==> src/common/bp_pkg.sv <==
package bp_pkg;

    // --------------------
    // Address layout
    // --------------------

    // Width of every instruction and target address in the core
    localparam int ADDR_W = 32;

    // Instructions are word aligned, so the two lowest address bits never carry information
    localparam int INSTR_ALIGN = 2;

    typedef logic [ADDR_W - 1:0] data_word_t;

    // Number of tag bits left above the set index for a BTB with the given set count
    function automatic int tag_width(input int sets);
        return ADDR_W - INSTR_ALIGN - $clog2(sets);
    endfunction

    // --------------------
    // Direction counters
    // --------------------

    // Two bit saturating counter, the upper half of the range predicts taken
    typedef enum logic [1:0] {
        STRONG_NT = 2'b00,
        WEAK_NT   = 2'b01,
        WEAK_T    = 2'b10,
        STRONG_T  = 2'b11
    } counter_t;

endpackage : bp_pkg

==> src/btb/btb_hit_select.sv <==
`timescale 1ns/1ps

module btb_hit_select #(
    parameter int NUM_WAYS = 2
) (
    // Per way fetch lookup
    input  logic [NUM_WAYS - 1:0] fetch_hit_i,
    input  bp_pkg::data_word_t    fetch_target_i [NUM_WAYS],
    input  logic [NUM_WAYS - 1:0] fetch_jump_i,
    // Per way execute lookup
    input  logic [NUM_WAYS - 1:0] exec_hit_i,
    input  bp_pkg::data_word_t    exec_target_i [NUM_WAYS],
    input  logic [NUM_WAYS - 1:0] exec_jump_i,
    // Selected entries
    output logic                  fetch_hit_o,
    output bp_pkg::data_word_t    fetch_target_o,
    output logic                  fetch_jump_o,
    output logic                  exec_hit_o,
    output bp_pkg::data_word_t    exec_target_o,
    output logic                  exec_jump_o
);

    // A hit in any way is a hit of the whole BTB
    assign fetch_hit_o = |fetch_hit_i;
    assign exec_hit_o  = |exec_hit_i;

    // Allocation keeps at most one way hitting, so the hit vector is one hot.
    // Scanning downwards lets the lowest way win should that ever break
    always_comb begin
        fetch_target_o = '0;
        fetch_jump_o   = 1'b0;
        exec_target_o  = '0;
        exec_jump_o    = 1'b0;
        for (int w = NUM_WAYS - 1; w >= 0; w--) begin
            if (fetch_hit_i[w]) begin
                fetch_target_o = fetch_target_i[w];
                fetch_jump_o   = fetch_jump_i[w];
            end
            if (exec_hit_i[w]) begin
                exec_target_o = exec_target_i[w];
                exec_jump_o   = exec_jump_i[w];
            end
        end
    end

endmodule : btb_hit_select

==> src/btb/btb_index_gen.sv <==
`timescale 1ns/1ps

module btb_index_gen #(
    parameter int NUM_WAYS = 2,
    parameter int BTB_SETS = 8
) (
    input  logic                                      clk_i,
    input  logic                                      rst_i,
    input  bp_pkg::data_word_t                        program_counter_i,
    input  bp_pkg::data_word_t                        instr_address_i,
    input  bp_pkg::data_word_t                        branch_target_addr_i,
    input  logic                                      executed_i,
    input  logic                                      taken_i,
    input  logic                                      branch_i,
    input  logic                                      jump_i,
    input  logic [NUM_WAYS - 1:0]                     exec_hit_i,
    output logic [$clog2(BTB_SETS) - 1:0]             fetch_index_o,
    output logic [bp_pkg::tag_width(BTB_SETS) - 1:0]  fetch_tag_o,
    output logic [$clog2(BTB_SETS) - 1:0]             exec_index_o,
    output logic [bp_pkg::tag_width(BTB_SETS) - 1:0]  exec_tag_o,
    output bp_pkg::data_word_t                        write_target_o,
    output logic                                      write_jump_o,
    output logic [NUM_WAYS - 1:0]                     write_en_o
);

    import bp_pkg::*;

    localparam int IDX_W = $clog2(BTB_SETS);
    localparam int TAG_W = tag_width(BTB_SETS);
    // A single way still needs a one bit pointer to keep the vector legal
    localparam int WAY_W = (NUM_WAYS > 1) ? $clog2(NUM_WAYS) : 1;

    // Round robin victim pointer, one per set
    logic [WAY_W - 1:0] rr_ptr_q [BTB_SETS];
    logic               allocate, exec_any_hit;

    // Index sits right above the alignment bits, the tag takes everything above it
    assign fetch_index_o = program_counter_i[INSTR_ALIGN +: IDX_W];
    assign fetch_tag_o   = program_counter_i[INSTR_ALIGN + IDX_W +: TAG_W];
    assign exec_index_o  = instr_address_i[INSTR_ALIGN +: IDX_W];
    assign exec_tag_o    = instr_address_i[INSTR_ALIGN + IDX_W +: TAG_W];

    assign write_target_o = branch_target_addr_i;
    assign write_jump_o   = jump_i;

    // Only taken control transfers are worth a BTB entry
    assign allocate     = executed_i & taken_i & (branch_i | jump_i);
    assign exec_any_hit = |exec_hit_i;

    // A hitting way is rewritten in place, otherwise the set victim is replaced
    always_comb begin
        for (int w = 0; w < NUM_WAYS; w++) begin
            if (exec_any_hit) begin
                write_en_o[w] = allocate & exec_hit_i[w];
            end else begin
                write_en_o[w] = allocate & (rr_ptr_q[exec_index_o] == WAY_W'(w));
            end
        end
    end

    // The pointer only advances when a new entry actually displaces the victim
    always_ff @(posedge clk_i) begin
        if (rst_i) begin
            for (int s = 0; s < BTB_SETS; s++) begin
                rr_ptr_q[s] <= '0;
            end
        end else if (allocate && !exec_any_hit) begin
            if (rr_ptr_q[exec_index_o] == WAY_W'(NUM_WAYS - 1)) begin
                rr_ptr_q[exec_index_o] <= '0;
            end else begin
                rr_ptr_q[exec_index_o] <= rr_ptr_q[exec_index_o] + 1'b1;
            end
        end
    end

endmodule : btb_index_gen

==> src/btb/btb_way.sv <==
`timescale 1ns/1ps

module btb_way #(
    parameter int BTB_SETS = 8
) (
    input  logic                                     clk_i,
    input  logic                                     rst_i,
    // Fetch read port
    input  logic [$clog2(BTB_SETS) - 1:0]            fetch_index_i,
    input  logic [bp_pkg::tag_width(BTB_SETS) - 1:0] fetch_tag_i,
    // Execute read port, its index also addresses the write
    input  logic [$clog2(BTB_SETS) - 1:0]            exec_index_i,
    input  logic [bp_pkg::tag_width(BTB_SETS) - 1:0] exec_tag_i,
    // Write port
    input  logic                                     write_en_i,
    input  bp_pkg::data_word_t                       write_target_i,
    input  logic                                     write_jump_i,
    output logic                                     fetch_hit_o,
    output bp_pkg::data_word_t                       fetch_target_o,
    output logic                                     fetch_jump_o,
    output logic                                     exec_hit_o,
    output bp_pkg::data_word_t                       exec_target_o,
    output logic                                     exec_jump_o
);

    import bp_pkg::*;

    localparam int TAG_W = tag_width(BTB_SETS);

    // --------------------
    // Storage
    // --------------------

    logic               valid_q  [BTB_SETS];
    logic [TAG_W - 1:0] tag_q    [BTB_SETS];
    data_word_t         target_q [BTB_SETS];
    logic               jump_q   [BTB_SETS];

    // Valid bits decide whether an entry exists at all
    always_ff @(posedge clk_i) begin
        if (rst_i) begin
            for (int s = 0; s < BTB_SETS; s++) begin
                valid_q[s] <= 1'b0;
            end
        end else if (write_en_i) begin
            valid_q[exec_index_i] <= 1'b1;
        end
    end

    // Entry payload, meaningless until the valid bit is set
    always_ff @(posedge clk_i) begin
        if (write_en_i) begin
            tag_q[exec_index_i]    <= exec_tag_i;
            target_q[exec_index_i] <= write_target_i;
            jump_q[exec_index_i]   <= write_jump_i;
        end
    end

    // --------------------
    // Read ports
    // --------------------

    // Both ports compare against the stored tag without any register stage
    assign fetch_hit_o    = valid_q[fetch_index_i] && (tag_q[fetch_index_i] == fetch_tag_i);
    assign fetch_target_o = target_q[fetch_index_i];
    assign fetch_jump_o   = jump_q[fetch_index_i];

    // The execute port sees the entry before this cycle's write takes effect
    assign exec_hit_o    = valid_q[exec_index_i] && (tag_q[exec_index_i] == exec_tag_i);
    assign exec_target_o = target_q[exec_index_i];
    assign exec_jump_o   = jump_q[exec_index_i];

endmodule : btb_way

==> src/branch_predictor.sv <==
`timescale 1ns/1ps

module branch_predictor #(
    parameter int NUM_WAYS       = 2,
    parameter int BTB_SETS       = 8,
    parameter int PREDICTOR_SIZE = 32
) (
    input  logic               clk_i,
    input  logic               rst_i,
    input  logic               flush_i,
    input  logic               stall_i,
    // Fetch side lookup
    input  logic               valid_i,
    input  bp_pkg::data_word_t program_counter_i,
    // Resolved branch or jump from the execute unit
    input  bp_pkg::data_word_t instr_address_i,
    input  bp_pkg::data_word_t branch_target_addr_i,
    input  logic               executed_i,
    input  logic               taken_i,
    input  logic               branch_i,
    input  logic               jump_i,
    // Registered prediction towards fetch
    output bp_pkg::data_word_t branch_target_addr_o,
    output logic               prediction_o,
    output logic               mispredicted_o,
    output logic               hit_o
);

    import bp_pkg::*;

    localparam int IDX_W = $clog2(BTB_SETS);
    localparam int TAG_W = tag_width(BTB_SETS);

    // Address fields and write controls shared by all ways
    logic [IDX_W - 1:0]    fetch_index, exec_index;
    logic [TAG_W - 1:0]    fetch_tag, exec_tag;
    data_word_t            write_target;
    logic                  write_jump;
    logic [NUM_WAYS - 1:0] write_en;

    // Raw per way lookup results
    logic [NUM_WAYS - 1:0] way_fetch_hit, way_fetch_jump;
    logic [NUM_WAYS - 1:0] way_exec_hit, way_exec_jump;
    data_word_t            way_fetch_target [NUM_WAYS];
    data_word_t            way_exec_target [NUM_WAYS];

    // Lookup results after way selection
    logic       fetch_hit, fetch_jump, exec_hit, exec_jump;
    data_word_t fetch_target, exec_target;

    // --------------------
    // BTB
    // --------------------

    btb_index_gen #(
        .NUM_WAYS ( NUM_WAYS ),
        .BTB_SETS ( BTB_SETS )
    ) u_btb_index_gen (
        .clk_i                ( clk_i                ),
        .rst_i                ( rst_i                ),
        .program_counter_i    ( program_counter_i    ),
        .instr_address_i      ( instr_address_i      ),
        .branch_target_addr_i ( branch_target_addr_i ),
        .executed_i           ( executed_i           ),
        .taken_i              ( taken_i              ),
        .branch_i             ( branch_i             ),
        .jump_i               ( jump_i               ),
        .exec_hit_i           ( way_exec_hit         ),
        .fetch_index_o        ( fetch_index          ),
        .fetch_tag_o          ( fetch_tag            ),
        .exec_index_o         ( exec_index           ),
        .exec_tag_o           ( exec_tag             ),
        .write_target_o       ( write_target         ),
        .write_jump_o         ( write_jump           ),
        .write_en_o           ( write_en             )
    );

    for (genvar w = 0; w < NUM_WAYS; w++) begin : gen_way
        btb_way #(
            .BTB_SETS ( BTB_SETS )
        ) u_btb_way (
            .clk_i          ( clk_i               ),
            .rst_i          ( rst_i               ),
            .fetch_index_i  ( fetch_index         ),
            .fetch_tag_i    ( fetch_tag           ),
            .exec_index_i   ( exec_index          ),
            .exec_tag_i     ( exec_tag            ),
            .write_en_i     ( write_en[w]         ),
            .write_target_i ( write_target        ),
            .write_jump_i   ( write_jump          ),
            .fetch_hit_o    ( way_fetch_hit[w]    ),
            .fetch_target_o ( way_fetch_target[w] ),
            .fetch_jump_o   ( way_fetch_jump[w]   ),
            .exec_hit_o     ( way_exec_hit[w]     ),
            .exec_target_o  ( way_exec_target[w]  ),
            .exec_jump_o    ( way_exec_jump[w]    )
        );
    end

    btb_hit_select #(
        .NUM_WAYS ( NUM_WAYS )
    ) u_btb_hit_select (
        .fetch_hit_i    ( way_fetch_hit    ),
        .fetch_target_i ( way_fetch_target ),
        .fetch_jump_i   ( way_fetch_jump   ),
        .exec_hit_i     ( way_exec_hit     ),
        .exec_target_i  ( way_exec_target  ),
        .exec_jump_i    ( way_exec_jump    ),
        .fetch_hit_o    ( fetch_hit        ),
        .fetch_target_o ( fetch_target     ),
        .fetch_jump_o   ( fetch_jump       ),
        .exec_hit_o     ( exec_hit         ),
        .exec_target_o  ( exec_target      ),
        .exec_jump_o    ( exec_jump        )
    );

    // --------------------
    // Direction predictor
    // --------------------

    predictor_unit #(
        .PREDICTOR_SIZE ( PREDICTOR_SIZE )
    ) u_predictor_unit (
        .clk_i                ( clk_i                ),
        .rst_i                ( rst_i                ),
        .flush_i              ( flush_i              ),
        .stall_i              ( stall_i              ),
        .valid_i              ( valid_i              ),
        .program_counter_i    ( program_counter_i    ),
        .instr_address_i      ( instr_address_i      ),
        .branch_target_addr_i ( branch_target_addr_i ),
        .executed_i           ( executed_i           ),
        .taken_i              ( taken_i              ),
        .branch_i             ( branch_i             ),
        .jump_i               ( jump_i               ),
        .fetch_hit_i          ( fetch_hit            ),
        .fetch_target_i       ( fetch_target         ),
        .fetch_jump_i         ( fetch_jump           ),
        .exec_hit_i           ( exec_hit             ),
        .exec_target_i        ( exec_target          ),
        .exec_jump_i          ( exec_jump            ),
        .hit_o                ( hit_o                ),
        .prediction_o         ( prediction_o         ),
        .branch_target_addr_o ( branch_target_addr_o ),
        .mispredicted_o       ( mispredicted_o       )
    );

endmodule : branch_predictor

==> src/predictor_unit.sv <==
`timescale 1ns/1ps

module predictor_unit #(
    parameter int PREDICTOR_SIZE = 32
) (
    input  logic               clk_i,
    input  logic               rst_i,
    input  logic               flush_i,
    input  logic               stall_i,
    input  logic               valid_i,
    input  bp_pkg::data_word_t program_counter_i,
    input  bp_pkg::data_word_t instr_address_i,
    input  bp_pkg::data_word_t branch_target_addr_i,
    input  logic               executed_i,
    input  logic               taken_i,
    input  logic               branch_i,
    input  logic               jump_i,
    // Selected BTB entries for both ports
    input  logic               fetch_hit_i,
    input  bp_pkg::data_word_t fetch_target_i,
    input  logic               fetch_jump_i,
    input  logic               exec_hit_i,
    input  bp_pkg::data_word_t exec_target_i,
    input  logic               exec_jump_i,
    output logic               hit_o,
    output logic               prediction_o,
    output bp_pkg::data_word_t branch_target_addr_o,
    output logic               mispredicted_o
);

    import bp_pkg::*;

    localparam int CNT_W = $clog2(PREDICTOR_SIZE);

    counter_t           cnt_q [PREDICTOR_SIZE];
    logic [CNT_W - 1:0] fetch_cnt_idx, exec_cnt_idx;
    logic               fetch_pred, exec_pred, resolved, mispredict;

    // Upper half of the counter range means taken
    function automatic logic cnt_taken(input counter_t c);
        return (c == WEAK_T) || (c == STRONG_T);
    endfunction

    // One step towards the outcome, saturating at both ends
    function automatic counter_t cnt_next(input counter_t c, input logic taken);
        case (c)
            STRONG_NT: return taken ? WEAK_NT : STRONG_NT;
            WEAK_NT:   return taken ? WEAK_T : STRONG_NT;
            WEAK_T:    return taken ? STRONG_T : WEAK_NT;
            default:   return taken ? STRONG_T : WEAK_T;
        endcase
    endfunction

    assign fetch_cnt_idx = program_counter_i[INSTR_ALIGN +: CNT_W];
    assign exec_cnt_idx  = instr_address_i[INSTR_ALIGN +: CNT_W];

    // Jumps always redirect, branches follow their counter
    assign fetch_pred = fetch_hit_i & (fetch_jump_i | cnt_taken(cnt_q[fetch_cnt_idx]));
    assign exec_pred  = exec_hit_i & (exec_jump_i | cnt_taken(cnt_q[exec_cnt_idx]));

    // --------------------
    // Fetch stage register
    // --------------------

    // Flush beats stall, stall freezes the previous lookup
    always_ff @(posedge clk_i) begin
        if (rst_i) begin
            hit_o        <= 1'b0;
            prediction_o <= 1'b0;
        end else if (flush_i) begin
            hit_o        <= 1'b0;
            prediction_o <= 1'b0;
        end else if (!stall_i) begin
            hit_o        <= valid_i & fetch_hit_i;
            prediction_o <= valid_i & fetch_pred;
        end
    end

    // Target only matters while hit_o is high
    always_ff @(posedge clk_i) begin
        if (!stall_i) begin
            branch_target_addr_o <= fetch_target_i;
        end
    end

    // --------------------
    // Update and mispredict
    // --------------------

    always_ff @(posedge clk_i) begin
        if (rst_i) begin
            for (int i = 0; i < PREDICTOR_SIZE; i++) begin
                cnt_q[i] <= WEAK_NT;
            end
        end else if (executed_i && branch_i) begin
            // Jumps never train the counters
            cnt_q[exec_cnt_idx] <= cnt_next(cnt_q[exec_cnt_idx], taken_i);
        end
    end

    assign resolved = executed_i & (branch_i | jump_i);

    // Wrong direction, or right direction towards a stale target
    assign mispredict = resolved & ((exec_pred != taken_i) |
                        (exec_pred & taken_i & (exec_target_i != branch_target_addr_i)));

    always_ff @(posedge clk_i) begin
        if (rst_i) begin
            mispredicted_o <= 1'b0;
        end else begin
            mispredicted_o <= mispredict;
        end
    end

endmodule : predictor_unit

==> config.mk <==
export PLATFORM = sky130hd
export DESIGN_NAME = branch_predictor
export DESIGN_NICKNAME = d
export VERILOG_FILES = /design/src/common/bp_pkg.sv /design/src/btb/btb_hit_select.sv /design/src/btb/btb_index_gen.sv /design/src/btb/btb_way.sv /design/src/branch_predictor.sv /design/src/predictor_unit.sv
export SDC_FILE = /design/constraint.sdc
export NUM_CORES = 1
export LEC_CHECK = 0
export BUFFER_PORTS_ARGS = -buffer_cell sky130_fd_sc_hd__buf_2
export CAP_MARGIN = 20
export CORE_MARGIN = 4
export CORE_UTILIZATION = 50
export CTS_CLUSTER_SIZE = 16
export DETAILED_ROUTE_END_ITERATION = 6
export GPL_TIMING_DRIVEN = 0
export PLACE_DENSITY_LB_ADDON = 0.12
export SETUP_SLACK_MARGIN = 0.02
export SYNTH_ARGS = -nofsm -noshare
export SYNTH_HDL_FRONTEND = slang
export SYNTH_HIERARCHICAL = 1
export SYNTH_SLANG_ARGS = --single-unit
==> constraint.sdc <==
create_clock -name clk_i -period 10.92 [get_ports clk_i]
set_input_delay 1.638 -clock clk_i [delete_from_list [all_inputs] [get_ports clk_i]]
set_output_delay 1.638 -clock clk_i [all_outputs]
set_load 0.05 [all_outputs]
==> results_dict.tcl <==
set metrics [dict create \
    clk_latency_ns 0.71 \
    vdd.ir_drop.worst_mv 0.1696 \
    die_w_um 333.2 \
    rows 119 \
    synthAdderAreaFrac_pct 0.07571 \
    synth-simple-area-share_pct 4.103 \
    path_class "in -> reg" \
    wl_per_cell_um 36.04 \
    io-pin-count 140 \
    avgSynthCellArea_um2 16.68 \
    htreeDepth 3 \
    clk_pin_slew_ns 0.06 \
    p_leak_nw 19.73 \
    areaGrowthSynthToFinish_pct 13.45 \
    ctsResizeCount 0 \
    slew_violations 0 \
    worst_slew_pin_slew_ns 1.137 \
    cp.buffers_inverters 10 \
    maxCapViolCount 0 \
    synth_mux_area_share_pct 21.59 \
    root_buffer "clkbuf_16" \
    postCtsSetupRepairBufs 0 \
    antenna_found_initial 8 \
    grt_pass1_wl_mm 247.3 \
    slowest_stage "clkbuf_1" \
    numCtsBuffers 116 \
    firstDrtPassIters 7 \
    hold_viol 0 \
    final_cells 4916 \
    clock.fmax_mhz 140.8 \
    grt_max_degree 36 \
    synth-main-ff-cell "edfxtp_1" \
    synthesis.nets 3277 \
    nets 3527 \
    ctsHoldBuffers 0 \
    cpLargestDelayFamily "simple AND/OR/NAND/NOR gates" \
    fin_util_pct 57.07 \
    netlist_area_um2 52880 \
    vias 33422 \
    synth-async-reset-ratio_pct 0 \
    drive_above_1_share_pct 32.65 \
    startpoint_type "primary input" \
    yosys-top-cells-area "edfxtp_1 60%, mux4_2 14%, mux2_2 4.1%" \
    fin_crit_sh_pct 65.03 \
    cp_max_fo 10 \
    status "finished, violations left" \
    cts_sinks 1083 \
    fill_cells 8208 \
    die_y_um 333.2 \
    clk_path_buf_depth 3 \
    yosysMostFrequentCell "edfxtp_1" \
    drt_wl_total_mm 177.2 \
    final-setup-viol-count 0 \
    dr.first_iter.drc_count 4374 \
    yosys.area.top_type "edfxtp_1" \
    worstPathArrival_ns 7.51 \
    initial_utilization_pct 50.31 \
    synth_edf_count 1064 \
    violations "DRC" \
    synth_compound_area_share_pct 6.618 \
    rsz0062_at_grt "false" \
    cp.required_ns 11.33 \
    cts_tree "done" \
    drtAntennaViolNets 0 \
    p_per_area_nw_per_um2 160.2 \
    synth_top_family_by_area "multiplexers" \
    synth_xor_xnor_area_share_pct 2.319 \
    track_usage_pct 31.30 \
    end_kind "register" \
    die_area_um2 111000 \
    period_needed_ns 7.101 \
    port_buffers 81 \
    drc 2 \
    seq_area_frac_synth_pct 61.14 \
    dp_hpwl_mm 124.0 \
    core_um2 105100 \
    dp.cells 4691 \
    syn_inst 3171 \
    grt_pass1_vias 33257 \
    clock-skew-final_ns 0.02655 \
    cpMostUsedCell "buf_6" \
    synth_common_cells "1064 x edfxtp_1, 321 x mux4_2, 191 x mux2_2, 188 x mux2i_1, 144 x nor2_1" \
    yosys_register_bits 1083 \
    vias_per_cell 6.799 \
    gp_congestion 1.021 \
    slew_headroom_pct 24.19 \
    grt_overflow 0 \
    cp_cell_sequence "buf_2 > buf_4 > buf_6 > buf_6 > nor2_1 > clkbuf_1 > a221oi_1 > o22ai_1 > nand4_1 > nor4_1 > nand4_1 > nor4_2 > buf_6 > nand2_1 > o31ai_2 > nor2b_1 > nor3b_2 > buf_6 > buf_6 > buf_6 > buf_8" \
    max_stage_delay_ns 0.79 \
    synth.top_cell.area_share_pct 60.42 \
    ys_warn_count 6 \
    ys_types 73 \
    hp-class "reg -> reg" \
]
==> kinds of logic (layout without fill, tap and decap cells) <==
| logic type | after synthesis | after routing |
|---|---|---|
| buffers and inverters | 348 | 699 |
| AOI/OAI and AO/OA | 469 | 469 |
| DFF | 1083 | 1083 |
| xor gates and xnor gates | 140 | 140 |
| muxes | 712 | 712 |
| other | 0 | 3 |
| and+or+nand+nor | 416 | 416 |
| adders and majority gates | 3 | 3 |
==> layout make-up <==
class	count	area (µm²)	share of cell area [%]
Tap cell	1391	1740	2.901
Sequential cell	1083	32330	53.89
Antenna cell	3	7.507	0.01251
Inverter	10	37.54	0.06257
Multi-Input combinational cell	1740	18460	30.77
Clock inverter	76	807.0	1.345
Buffer	338	2162	3.604
Timing Repair Buffer	132	1328	2.213
Clock buffer	143	3119	5.199
==> stage by stage <==
step / cell area [µm²] / worst slack [ns] / TNS (ns) / hold slack (ns) / total power (W)
detailed placement: 56000 / 3.109 / 0 / 0.4864 / 0.005634
global placement: 55030 / -6.187 / -1725.84 / 0.4657 / 0.005614
CTS: 59920 / 3.868 / 0 / 0.4979 / 0.009649
global route: 59990 / 3.684 / 0 / 0.5217 / 0.009874
floorplan: 52880 / 1.729 / 0 / 0.4517 / 0.005278
finish: 59990 / 3.819 / 0 / 0.5018 / 0.009610
==> worst reg2reg max path: cells and delay by family, from the launching register on <==
| kind | cells | cell delay (ns) |
|---|---|---|
| multiplexers | 2 | 0.73 |
| buffers and inverters | 5 | 1.02 |
| flip-flops | 1 | 0.40 |
| AO/OA/AOI/OAI | 1 | 0.24 |
| AND/OR/NAND/NOR | 7 | 2.33 |
| XOR/XNOR | 1 | 0.20 |
==> worst paths after layout <==
| path | slack [ns] | cells after the start | endpoint | from |
|---|---|---|---|---|
| worst max-delay path | 3.82 | 21 | gen_way[0].u_btb_way/tag_q[0][24]$_DFFE_PP_ | instr_address_i[4] |
| worst min-delay path | 0.50 | 2 | gen_way[0].u_btb_way/valid_q[1]$_DFF_P_ | gen_way[0].u_btb_way/valid_q[1]$_DFF_P_ |
| worst max register to register | 5.69 | 16 | gen_way[0].u_btb_way/tag_q[0][24]$_DFFE_PP_ | gen_way[0].u_btb_way/tag_q[5][9]$_DFFE_PP_ |
| worst min register to register | 0.50 | 2 | gen_way[0].u_btb_way/valid_q[1]$_DFF_P_ | gen_way[0].u_btb_way/valid_q[1]$_DFF_P_ |
==> cells in the final DEF, fill, tap and decap left out, types with 9 or more instances in the layout <==
| cell type | netlist | layout |
|---|---|---|
| edfxtp_1 | 1064 | 1064 |
| mux4_2 | 321 | 321 |
| mux2_2 | 191 | 191 |
| mux2i_1 | 188 | 188 |
| buf_2 | 95 | 176 |
| nor2_1 | 144 | 134 |
| clkbuf_16 | 0 | 121 |
| buf_4 | 107 | 109 |
| a221oi_1 | 90 | 90 |
| a22oi_1 | 84 | 84 |
| xnor2_1 | 84 | 84 |
| clkbuf_1 | 60 | 80 |
| a22o_1 | 76 | 76 |
| nand2_1 | 75 | 75 |
| xor2_1 | 56 | 56 |
| o21ai_0 | 53 | 53 |
| o22ai_1 | 50 | 50 |
| a21oi_1 | 49 | 49 |
| buf_6 | 33 | 48 |
| buf_1 | 33 | 33 |
| o22a_1 | 30 | 30 |
| clkinv_2 | 0 | 28 |
| nand4_1 | 27 | 27 |
| or2_2 | 26 | 26 |
| buf_12 | 4 | 25 |
| nand3_1 | 22 | 22 |
| clkinv_1 | 0 | 21 |
| nand2b_1 | 19 | 19 |
| dfxtp_1 | 19 | 19 |
| bufinv_16 | 0 | 16 |
| nor2b_1 | 15 | 15 |
| nor3_1 | 15 | 15 |
| nor4_1 | 14 | 14 |
| nor3_2 | 12 | 12 |
| inv_1 | 10 | 10 |
| a221o_1 | 10 | 10 |
| nor2_4 | 0 | 10 |
| mux2_1 | 10 | 10 |
| clkbuf_8 | 6 | 9 |
| buf_16 | 0 | 9 |
==> report_power, final <==
part	leakage (nW)	internal [W]	switching, W	total [W]
clock	1.92	0.00240	0.00165	0.00405
combinational	8.03	0.000347	0.000601	0.000948
sequential	9.78	0.00460	0.0000169	0.00462
==> layer usage <==
| layer | up-vias | share of wire, % | global-route usage, % |
|---|---|---|---|
| met5 | - | 0.020 | 0 |
| met4 | 6 | 5.8 | 15.53 |
| met3 | 396 | 9.8 | 6.624 |
| met2 | 2211 | 46 | 48.99 |
| met1 | 17369 | 38 | 41.98 |
| li1 | 13440 | - | - |
==> flip-flops by register name, indices dropped and copies added (netlist names), 8 cells and up <==
| name | flops |
|---|---|
| gen_way.u_btb_way/target_q | 512 |
| gen_way.u_btb_way/tag_q | 432 |
| u_predictor_unit/cnt_q | 64 |
| u_predictor_unit/branch_target_addr_o | 32 |
| gen_way.u_btb_way/jump_q | 16 |
| gen_way.u_btb_way/valid_q | 16 |
| u_btb_index_gen/rr_ptr_q | 8 |
Note: power is estimated with default switching activity, not from simulation.
